### config.mk
export PLATFORM = sky130hd
export DESIGN_NAME = ringSubsystem
export DESIGN_NICKNAME = d
export VERILOG_FILES = /design/src/design/ringBusPkg.sv /design/src/design/ringSubsystem.sv /design/src/design/ringMemory.sv /design/src/design/ringRequester.sv /design/src/design/ringBridge.sv
export VERILOG_INCLUDE_DIRS = /design/src /design/src/design
export SDC_FILE = /design/constraint.sdc
export NUM_CORES = 2
export LEC_CHECK = 0
export BUFFER_PORTS_ARGS = -buffer_cell sky130_fd_sc_hd__clkbuf_2
export CORE_ASPECT_RATIO = 2
export CORE_MARGIN = 4
export CORE_UTILIZATION = 40
export CTS_BUF_LIST = sky130_fd_sc_hd__clkbuf_8
export DETAILED_ROUTE_END_ITERATION = 10
export PLACE_DENSITY = 0.59
export SLEW_MARGIN = 20
export SYNTH_ARGS = -nofsm -noshare
export SYNTH_HDL_FRONTEND = slang
export SYNTH_SLANG_ARGS = --single-unit
### constraint.sdc
create_clock -name clock -period 9.4 [get_ports clock]
set_input_delay 0.94 -clock clock [delete_from_list [all_inputs] [get_ports clock]]
set_output_delay 0.94 -clock clock [all_outputs]
set_load 0.01 [all_outputs]
### src/design/ringBus_config.svh
// **********************************************************
// ring bus config: message field widths, memory depth and
// the node id of this cluster
// **********************************************************
`ifndef RINGBUS_CONFIG_SVH
`define RINGBUS_CONFIG_SVH

`define RING_ADDR_W     32      // address field of a ring message
`define RING_DATA_W     64      // one data tile per message
`define RING_SEQ_W      16      // sequence word, node id over tag
`define RING_TAG_W      10      // low seq bits, requester tag

`define RING_MEM_WORDS  64      // depth of the L2 memory node

// 8-bit node id of this cluster, only bits 7:2 travel in seq
`define RING_NODE_ID    8'h24
`define RING_CLUSTER_ID (`RING_NODE_ID >> 2)

`endif
### src/design/ringBusPkg.sv
// **********************************************************
// ring bus types: field widths, operation modes, the ring
// message and the requester states
// **********************************************************
`include "ringBus_config.svh"

package ringBusPkg;

	typedef logic [`RING_SEQ_W-1:0] seqT;                  // node id in 15:10, tag in 9:0
	typedef logic [`RING_SEQ_W-`RING_TAG_W-1:0] nodeIdT;   // source node, upper seq bits
	typedef logic [`RING_ADDR_W-1:0] addrT;                // byte address
	typedef logic [`RING_DATA_W-1:0] tileT;                // data tile

	// top two bits give the class, 10 request and 01 response
	typedef enum logic [7:0] {
		opmIdle      = 8'h00,   // empty slot
		opmLoadReq   = 8'h80,
		opmStoreReq  = 8'h81,
		opmLoadResp  = 8'h40,   // data holds the loaded word
		opmStoreResp = 8'h41    // store done, data echoed
	} opmT;

	typedef struct packed {
		seqT  seq;   // who asked and which tag
		opmT  opm;   // operation mode
		addrT addr;
		tileT data;
	} ringMsgT;

	typedef enum logic [1:0] {
		stIdle,      // free for a new request
		stWaitSlot,  // request latched, no slot yet
		stWaitResp   // request on the ring
	} reqStateT;

	function automatic logic isReq(opmT opm);
		return opm[7:6] == 2'b10;   // request class
	endfunction

	function automatic logic isResp(opmT opm);
		return opm[7:6] == 2'b01;   // response class
	endfunction

	function automatic nodeIdT seqNode(seqT seq);
		return seq[`RING_SEQ_W-1:`RING_TAG_W];   // source node of a message
	endfunction

endpackage

### src/design/ringSubsystem.sv
// **********************************************************
// ringSubsystem: requester, bridge and memory on two rings
// **********************************************************
`include "ringBus_config.svh"

module ringSubsystem (
	input  logic                    clock,
	input  logic                    reset,
	input  logic                    reqValid,
	input  logic                    reqStore,
	input  ringBusPkg::addrT        reqAddr,
	input  ringBusPkg::tileT        reqData,
	input  logic [`RING_TAG_W-1:0]  reqTag,
	output logic                    reqReady,
	output logic                    respValid,
	output logic [`RING_TAG_W-1:0]  respTag,
	output ringBusPkg::tileT        respData
);

	ringBusPkg::ringMsgT l1Up;     // requester to bridge
	ringBusPkg::ringMsgT l1Down;   // bridge to requester
	ringBusPkg::ringMsgT l2Down;   // bridge to memory
	ringBusPkg::ringMsgT l2Up;     // memory to bridge

	ringRequester requester (
		.clock     (clock),
		.reset     (reset),
		.reqValid  (reqValid),
		.reqStore  (reqStore),
		.reqAddr   (reqAddr),
		.reqData   (reqData),
		.reqTag    (reqTag),
		.reqReady  (reqReady),
		.respValid (respValid),
		.respTag   (respTag),
		.respData  (respData),
		.l1In      (l1Down),
		.l1Out     (l1Up)
	);

	ringBridge bridge (
		.clock (clock),
		.reset (reset),
		.l1In  (l1Up),
		.l2In  (l2Up),
		.l1Out (l1Down),
		.l2Out (l2Down)
	);

	ringMemory memory (
		.clock   (clock),
		.reset   (reset),
		.ringIn  (l2Down),
		.ringOut (l2Up)
	);

endmodule

### src/design/ringMemory.sv
// **********************************************************
// ringMemory: L2 ring node, a word memory that turns load and
// store requests into responses in the same slot
// **********************************************************
`include "ringBus_config.svh"

module ringMemory (
	input  logic                clock,
	input  logic                reset,
	input  ringBusPkg::ringMsgT ringIn,
	output ringBusPkg::ringMsgT ringOut
);

	localparam int wordOfsW = $clog2(`RING_DATA_W / 8);   // byte offset inside a tile
	localparam int memIdxW  = $clog2(`RING_MEM_WORDS);

	ringBusPkg::tileT mem [0:`RING_MEM_WORDS-1];

	logic [memIdxW-1:0] wordIdx;   // low address bits above the offset
	logic               isLoad;
	logic               isStore;

	assign wordIdx = ringIn.addr[wordOfsW +: memIdxW];
	assign isLoad  = (ringIn.opm == ringBusPkg::opmLoadReq);
	assign isStore = (ringIn.opm == ringBusPkg::opmStoreReq);

	// write port
	always_ff @(posedge clock)
	begin
		if (isStore)
			mem[wordIdx] <= ringIn.data;
	end

	// seq and addr stay, so the bridge can route the response home
	always_ff @(posedge clock)
	begin
		if (reset)
		begin
			ringOut <= '0;   // empty slot
		end
		else
		begin
			ringOut <= ringIn;   // forward by default
			if (isStore)
			begin
				ringOut.opm <= ringBusPkg::opmStoreResp;   // data echoed back
			end
			else if (isLoad)
			begin
				ringOut.opm  <= ringBusPkg::opmLoadResp;
				ringOut.data <= mem[wordIdx];   // old word, read before write
			end
		end
	end

endmodule

### src/design/ringRequester.sv
// **********************************************************
// ringRequester: L1 ring node, puts one load or store on the
// ring and catches the response with its tag
// **********************************************************
`include "ringBus_config.svh"

module ringRequester (
	input  logic                    clock,
	input  logic                    reset,
	input  logic                    reqValid,   // one-cycle request strobe
	input  logic                    reqStore,   // store, else load
	input  ringBusPkg::addrT        reqAddr,
	input  ringBusPkg::tileT        reqData,
	input  logic [`RING_TAG_W-1:0]  reqTag,
	output logic                    reqReady,   // no request outstanding
	output logic                    respValid,  // one-cycle completion strobe
	output logic [`RING_TAG_W-1:0]  respTag,
	output ringBusPkg::tileT        respData,
	input  ringBusPkg::ringMsgT     l1In,
	output ringBusPkg::ringMsgT     l1Out
);

	localparam ringBusPkg::nodeIdT clusterId = ringBusPkg::nodeIdT'(`RING_CLUSTER_ID);

	ringBusPkg::reqStateT state;
	ringBusPkg::ringMsgT  pendMsg;   // the latched request
	logic                 slotFree;  // empty slot passing by
	logic                 ownResp;   // response to the pending request

	assign slotFree = (l1In.opm == ringBusPkg::opmIdle);
	assign ownResp  = ringBusPkg::isResp(l1In.opm) && (l1In.seq == pendMsg.seq);
	assign reqReady = (state == ringBusPkg::stIdle);

	// latch the request, seq carries our node id over the tag
	always_ff @(posedge clock)
	begin
		if (reqValid && reqReady)
		begin
			pendMsg.seq  <= {clusterId, reqTag};
			if (reqStore)
				pendMsg.opm <= ringBusPkg::opmStoreReq;
			else
				pendMsg.opm <= ringBusPkg::opmLoadReq;
			pendMsg.addr <= reqAddr;
			pendMsg.data <= reqData;   // ignored by loads
		end
	end

	// response payload
	always_ff @(posedge clock)
	begin
		if (state == ringBusPkg::stWaitResp && ownResp)
		begin
			respTag  <= l1In.seq[`RING_TAG_W-1:0];
			respData <= l1In.data;   // loaded word, or the echoed store
		end
	end

	always_ff @(posedge clock)
	begin
		if (reset)
		begin
			state     <= ringBusPkg::stIdle;
			respValid <= 1'b0;
			l1Out     <= '0;   // empty slot
		end
		else
		begin
			respValid <= 1'b0;
			l1Out     <= l1In;   // pass through by default
			case (state)
				ringBusPkg::stIdle:
				begin
					if (reqValid)
						state <= ringBusPkg::stWaitSlot;
				end
				ringBusPkg::stWaitSlot:
				begin
					if (slotFree)
					begin
						l1Out <= pendMsg;   // take the slot
						state <= ringBusPkg::stWaitResp;
					end
				end
				ringBusPkg::stWaitResp:
				begin
					if (ownResp)
					begin
						respValid <= 1'b1;
						l1Out     <= '0;   // consume, slot goes free
						state     <= ringBusPkg::stIdle;
					end
				end
				default:
					state <= ringBusPkg::stIdle;
			endcase
		end
	end

endmodule

### src/design/ringBridge.sv
// **********************************************************
// ringBridge: links the L1 ring to the L2 ring, requests go
// down and this cluster's responses come back up
// **********************************************************
`include "ringBus_config.svh"

module ringBridge (
	input  logic                clock,
	input  logic                reset,
	input  ringBusPkg::ringMsgT l1In,    // slot arriving from the L1 ring
	input  ringBusPkg::ringMsgT l2In,    // slot arriving from the L2 ring
	output ringBusPkg::ringMsgT l1Out,   // slot leaving onto the L1 ring
	output ringBusPkg::ringMsgT l2Out    // slot leaving onto the L2 ring
);

	localparam ringBusPkg::nodeIdT clusterId = ringBusPkg::nodeIdT'(`RING_CLUSTER_ID);

	logic l1Idle;     // empty slot on L1
	logic l1IsReq;    // request, wants to go down
	logic l2Idle;     // empty slot on L2
	logic l2IsResp;   // response for us, wants to go up
	logic l2IsOther;  // anything else that stays on L2

	logic holdL1;     // L1 slot busy with something that must stay
	logic holdL2;     // L2 slot busy with something that must stay

	logic takeL1;     // L1 output gets the crossing message
	logic takeL2;     // L2 output gets the crossing message

	ringBusPkg::ringMsgT toL1;   // response heading up, or empty
	ringBusPkg::ringMsgT toL2;   // request heading down, or empty

	// slot classes
	always_comb
	begin
		l1Idle    = (l1In.opm == ringBusPkg::opmIdle);
		l1IsReq   = ringBusPkg::isReq(l1In.opm);
		l2Idle    = (l2In.opm == ringBusPkg::opmIdle);
		l2IsResp  = ringBusPkg::isResp(l2In.opm) &&
			(ringBusPkg::seqNode(l2In.seq) == clusterId);
		l2IsOther = !l2Idle && !l2IsResp;   // request or foreign response
	end

	// hold conditions, a busy slot that cannot be swapped
	always_comb
	begin
		holdL1 = !l1Idle && !l1IsReq;   // response circling on L1
		holdL2 = l2IsOther;             // traffic that belongs to L2
	end

	// messages that would cross, empty when nothing crosses
	always_comb
	begin
		toL1 = '0;
		toL2 = '0;
		if (l2IsResp)
			toL1 = l2In;   // response climbs to L1
		if (l1IsReq)
			toL2 = l1In;   // request drops to L2
	end

	// L1 side frees or swaps its slot when the request can leave
	// L2 side frees or swaps its slot when the response can leave
	always_comb
	begin
		takeL1 = l1Idle || (l1IsReq && !holdL2);
		takeL2 = l2Idle || (l2IsResp && !holdL1);
	end

	// one register per direction
	always_ff @(posedge clock)
	begin
		if (reset)
		begin
			l1Out <= '0;   // empty slot, opm idle
			l2Out <= '0;
		end
		else
		begin
			if (takeL1)
				l1Out <= toL1;   // insert response or free the slot
			else
				l1Out <= l1In;   // forward unchanged

			if (takeL2)
				l2Out <= toL2;   // insert request or free the slot
			else
				l2Out <= l2In;   // forward unchanged
		end
	end

endmodule

* Yosys cells after proc, flatten, opt, wreduce, memory -nomap -nowiden
Memories as Yosys holds them, arrays and structs flattened. A register that Yosys moved wholly into a read port is not among the register bits.
Cells that the tools add are included.
** Storage, ports and cells
- Output and inout bits :: 76
- Input bits :: 110
- Word-level logic and storage cells :: 82
- Memories :: 1
- Bits in writable memories :: 4096
- Register bits after elaboration :: 671
** Operators by class
- Eq/ne operators :: 12
- Bitwise operators :: 1
- Reduce and logical (&&, ||, !) cells :: 23
- Muxes and demuxes :: 20
** Memory list
- memory.mem :: depth 64, width 64, read ports 1, clocked after memory_dff 1, wr ports 1, line ringMemory.sv:17 : ringBusPkg::tileT mem [0:`RING_MEM_WORDS-1];
** Operators by type and width (count)
- $mux W120 :: 6
- $pmux W120 S2 :: 1
- $mux W64 :: 2
- $logic_not A8 Y1 :: 3
- $eq A16 B14 Y1 :: 1
- $eq A8 B8 Y1 const B :: 2
- $mux W7 :: 2
- $logic_and A1 B1 Y1 :: 8
- $eq A2 B1 Y1 const B :: 3
- $eq A6 B4 Y1 const B :: 1
- $logic_not A1 Y1 :: 6
- $mux W2 :: 3
- $mux W6 :: 1
- $pmux W2 S3 :: 1
- $eq A2 B2 Y1 const B :: 2
- $mux W1 :: 4
- $ne A2 B1 Y1 const B :: 2
- $reduce_and A3 Y1 :: 1
- $reduce_or A3 Y1 :: 1
- $logic_not A2 Y1 :: 1
- $logic_or A1 B1 Y1 :: 2
- $ne A2 B2 Y1 const B :: 1
- $reduce_or A2 Y1 :: 1
- $not A1 Y1 :: 1

* Logic depth before layout (Yosys ltp)
- Depth in word-level cells :: 8
- Gate-level depth with buffers :: 12
- Mapped depth without buffers :: 6

* Cells and area by module
A second synthesis with hierarchy kept.
** Unflattened totals
- Cell total of the unflattened synthesis :: 9912
- Area total of the unflattened synthesis :: 178971.6 um2
** By module, submodules not included
- ringMemory :: area an instance 159561.8 um2, instances 1, sequential area each 125400.3 um2, cells an instance 8334
- ringRequester :: area an instance 10685.2 um2, instances 1, sequential area each 7897.6 um2, cells an instance 746
- ringBridge :: area an instance 8724.6 um2, instances 1, sequential area each 4804.6 um2, cells an instance 832

* Worst setup path before layout
No wires, ideal clock.
- Kind :: register to register
- Start point :: register bridge.l2Out[67] in the netlist's numbering
- End point :: memory memory.mem[12][0] in the netlist's numbering (enable)
- Library setup time :: 0.487 ns
- Stages on the path, launching flop included :: 9
- Required time :: 8.913 ns
- Clock period less this slack :: 4.844 ns
- Path slack :: 4.556 ns
- Path buffers :: 4
- Arrival time :: 4.358 ns
- Cell sequence :: dfxtp_1 -> buf_6 -> buf_6 -> buf_6 -> or2_2 -> buf_2 -> nor2_1 -> nand2_1 -> nor2_1
** RTL lines
- from (decl) :: line ringBridge.sv:13 : output ringBusPkg::ringMsgT l2Out
- from (signal assigned) :: line ringBridge.sv:86 : l2Out <= toL2;
- from (signal assigned) :: line ringBridge.sv:88 : l2Out <= l2In;
- to (decl) :: line ringMemory.sv:17
Straight into the memory's write port.

* Final worst setup path
- Start point :: register bridge.l2Out[68] in the netlist's numbering
- End point :: memory memory.mem[30][40] in the netlist's numbering (enable)
Straight into the memory's write port.

==> impl_metrics.json <==
{
  "reg2regPathDepth": 6,
  "met2_usage": 0.464,
  "cts.htree.levels": 6,
  "ys.flop_type": "edfxtp_1",
  "ys_types": 83,
  "drc": 0,
  "cts_buffer_depth": 4,
  "design_area_um2": 195000,
  "clock_latency_ns": 1.12,
  "cts_tree": "yes",
  "areaGrowthSynthToFinish_pct": 11.5,
  "ys_ff_latch": 4630,
  "cp_slowest_stage_delay_ns": 0.89,
  "grt-busiest-layer": "met2",
  "hold_class": "primary input to flop",
  "drt_iter0_drc": 14832,
  "routabilityCongestion": 0.858,
  "crit_path_end_kind": "flop",
  "met1_usage": 0.315,
  "finalSetupViolCount": 0,
  "mappedNetlistArea_um2": 175000,
  "avgSynthCellArea_um2": 17.8,
  "status": "complete, no violations",
  "post-cts-setup-buffers": 0,
  "rsz0062_at_grt": "false",
  "crit_required_ns": 10.08,
  "grt_pass1_vias": 104552,
  "layout-drive-gt1-share": 0.186,
  "synthCells": 9820,
  "critical_path.most_common_cell": "buf_4",
  "pre_cts_slack_ns": 4.35,
  "ant_nets": 0,
  "die_y_um": 943,
  "crit_family": "buffers and inverters",
  "finalMaxSlewViolations": 0,
  "critPathBufInv": 3,
  "root_buffer": "clkbuf_8",
  "start_util": 0.401,
  "path_class": "flop to flop",
  "worst_slack_ns": 4.09,
  "via_per_inst": 6.46,
  "io_buffer_count": 159,
  "slew_headroom": 0.176,
  "wl_per_cell_um": 38.9,
  "vias": 106530,
  "yosysTopAreaCell": "edfxtp_1",
  "synthTopCellsByArea": "edfxtp_1, dfxtp_1, mux4_2",
  "met3_usage": 0.0621,
  "vdd_drop_max_mv": 0.157,
  "dieArea_um2": 448000,
  "path_depth": 6,
  "leakage_uw": 0.0606,
  "placed_area_um2": 183000,
  "clkTransAtPathRegs_ns": 0.07,
  "final.setup_skew_ns": 0.0632,
  "path_max_fanout": 35,
  "final_nets": 10405,
  "ys_seq_area_frac": 0.774,
  "synth.net_count": 9933,
  "cpMaxStageDelayCell": "nor2_4",
  "antenna_found_initial": 50,
  "synthArstFlopShare": 0,
  "period_share": 0.565,
  "max-cap-violations": 0,
  "ys_top_cells_by_count": "edfxtp_1, mux2i_1, a221oi_1",
  "first_pass_iters": 9,
  "fp.dieW_um": 475,
  "grt_max_degree": 151,
  "cts_made_buffers": 598,
  "fin_crit_ns": 5.31,
  "wl_mm": 641,
  "ys_warn_count": 0,
  "synth_top_area_share": 0.730,
  "yosysMostFrequentCell": "edfxtp_1",
  "grt_pass1_wl_mm": 867,
  "dp_hpwl_mm": 351,
  "io_pins": 186,
  "fmax_mhz": 188,
  "rows": 343,
  "grtUsageTotal": 0.279,
  "path_cells": "buf_4 > and3b_2 > buf_4 > nand2_1 > nor2_4 > buf_4",
  "core_um2": 436000,
  "start_kind": "flop",
  "holdPathStages": 1,
  "hold_viol": 0,
  "p_per_area_nw_per_um2": 194,
  "overflow": 0,
  "cts.sinks": 4630,
  "synth_edf_count": 4251,
  "worst_slew_pin_slew_ns": 1.24,
  "cp.arrival_ns": 5.99,
  "total_power_uw": 37900,
  "finalSetupTns_ns": 0
}
[final timing paths]
path                          from                      to  slack, ns
setup / recovery  bridge.l2Out[68]      memory.mem[30][40]       4.09
hold / removal         reqData[39]   requester.pendMsg[39]       0.13
setup reg to reg  bridge.l2Out[68]      memory.mem[30][40]       4.09
hold reg to reg   bridge.l1Out[19]  requester.respData[19]       0.43
[kinds of logic after synthesis]
kind of cell / count (synthesis) / synth area share
AO/OA/AOI/OAI: 2343 / 0.0956
buffers and inverters: 729 / 0.0221
adder cells (fa/ha/maj): 3 / 0.000215
flip-flops: 4630 / 0.774
XOR/XNOR: 10 / 0.000501
AND/OR/NAND/NOR: 1044 / 0.0267
multiplexers: 1061 / 0.0811
[cells in the final DEF (no fill, tap or decap), types with 25 or more instances in the layout]
master,instances
a22o_1,82
o21ai_0,322
clkbuf_8,656
a221o_1,53
mux2_2,243
a211oi_1,102
a311oi_1,26
o22a_1,34
inv_1,207
o2bb2ai_1,25
dfxtp_4,36
and3_1,34
dfxtp_1,313
mux2i_1,558
buf_12,34
buf_4,316
nor2_1,336
diode_2,29
a22oi_1,349
mux4_2,260
o22ai_1,238
dfxtp_2,30
o221ai_1,32
nand3_1,123
nand2_1,292
a221oi_1,492
clkbuf_2,158
nor2_4,72
dlygate4sd3_1,75
nor2b_1,28
clkinv_2,74
nor3_1,36
edfxtp_1,4251
a31oi_1,50
clkinv_1,108
a21oi_1,377
[final cells by class]
class                   instances  area [um2]
repair buffers                590        4740
clock inverters               415        2030
diodes                         29        72.6
flip-flops and latches       4630      135000
multi-input cells            4461       36400
clock buffers                 656        9030
inverters                      11        63.8
fillers                     37187      241000
well taps                    5692        7120
[metrics by stage]
step / util / hold slack [ns] / instances
after floorplan: - / 0.409 / 9820
after global placement: 0.419 / 0.417 / 15298
after detailed placement: 0.420 / 0.417 / 15307
after CTS: 0.447 / 0.00261 / 16453
after global routing: 0.447 / 0.0845 / 16468
final: 0.447 / 0.130 / 16484
[power breakdown]
group / internal (uW) / switching, uW
registers: 22300 / 157
logic: 272 / 845
clock network: 6720 / 7550
[per-layer routing]
| layer | part of all wire | wire length, um | vias to the layer above |
|---|---|---|---|
| li1 | - | - | 41153 |
| met1 | 0.32 | 204000 | 55217 |
| met2 | 0.48 | 310000 | 7906 |
| met3 | 0.11 | 69900 | 2240 |
| met4 | 0.090 | 57400 | 14 |
| met5 | 0.00013 | 86 | - |
[state kept, by name, summed over array words and instances, names as in the netlist]
signal               flops
requester.respData      64
requester.respTag       10
requester.state          2
bridge.l2Out            94
bridge.l1Out            94
requester.respValid      1
memory.ringOut          94
requester.pendMsg       81
requester.l1Out         94
memory.mem            4096
[timing repair]
item                       CTS  global route
setup endpoints to repair    0             0
hold endpoints to repair    75             0
hold buffers                75             0
gates resized for setup      0             0
Power figures use the tool's default switching activity.
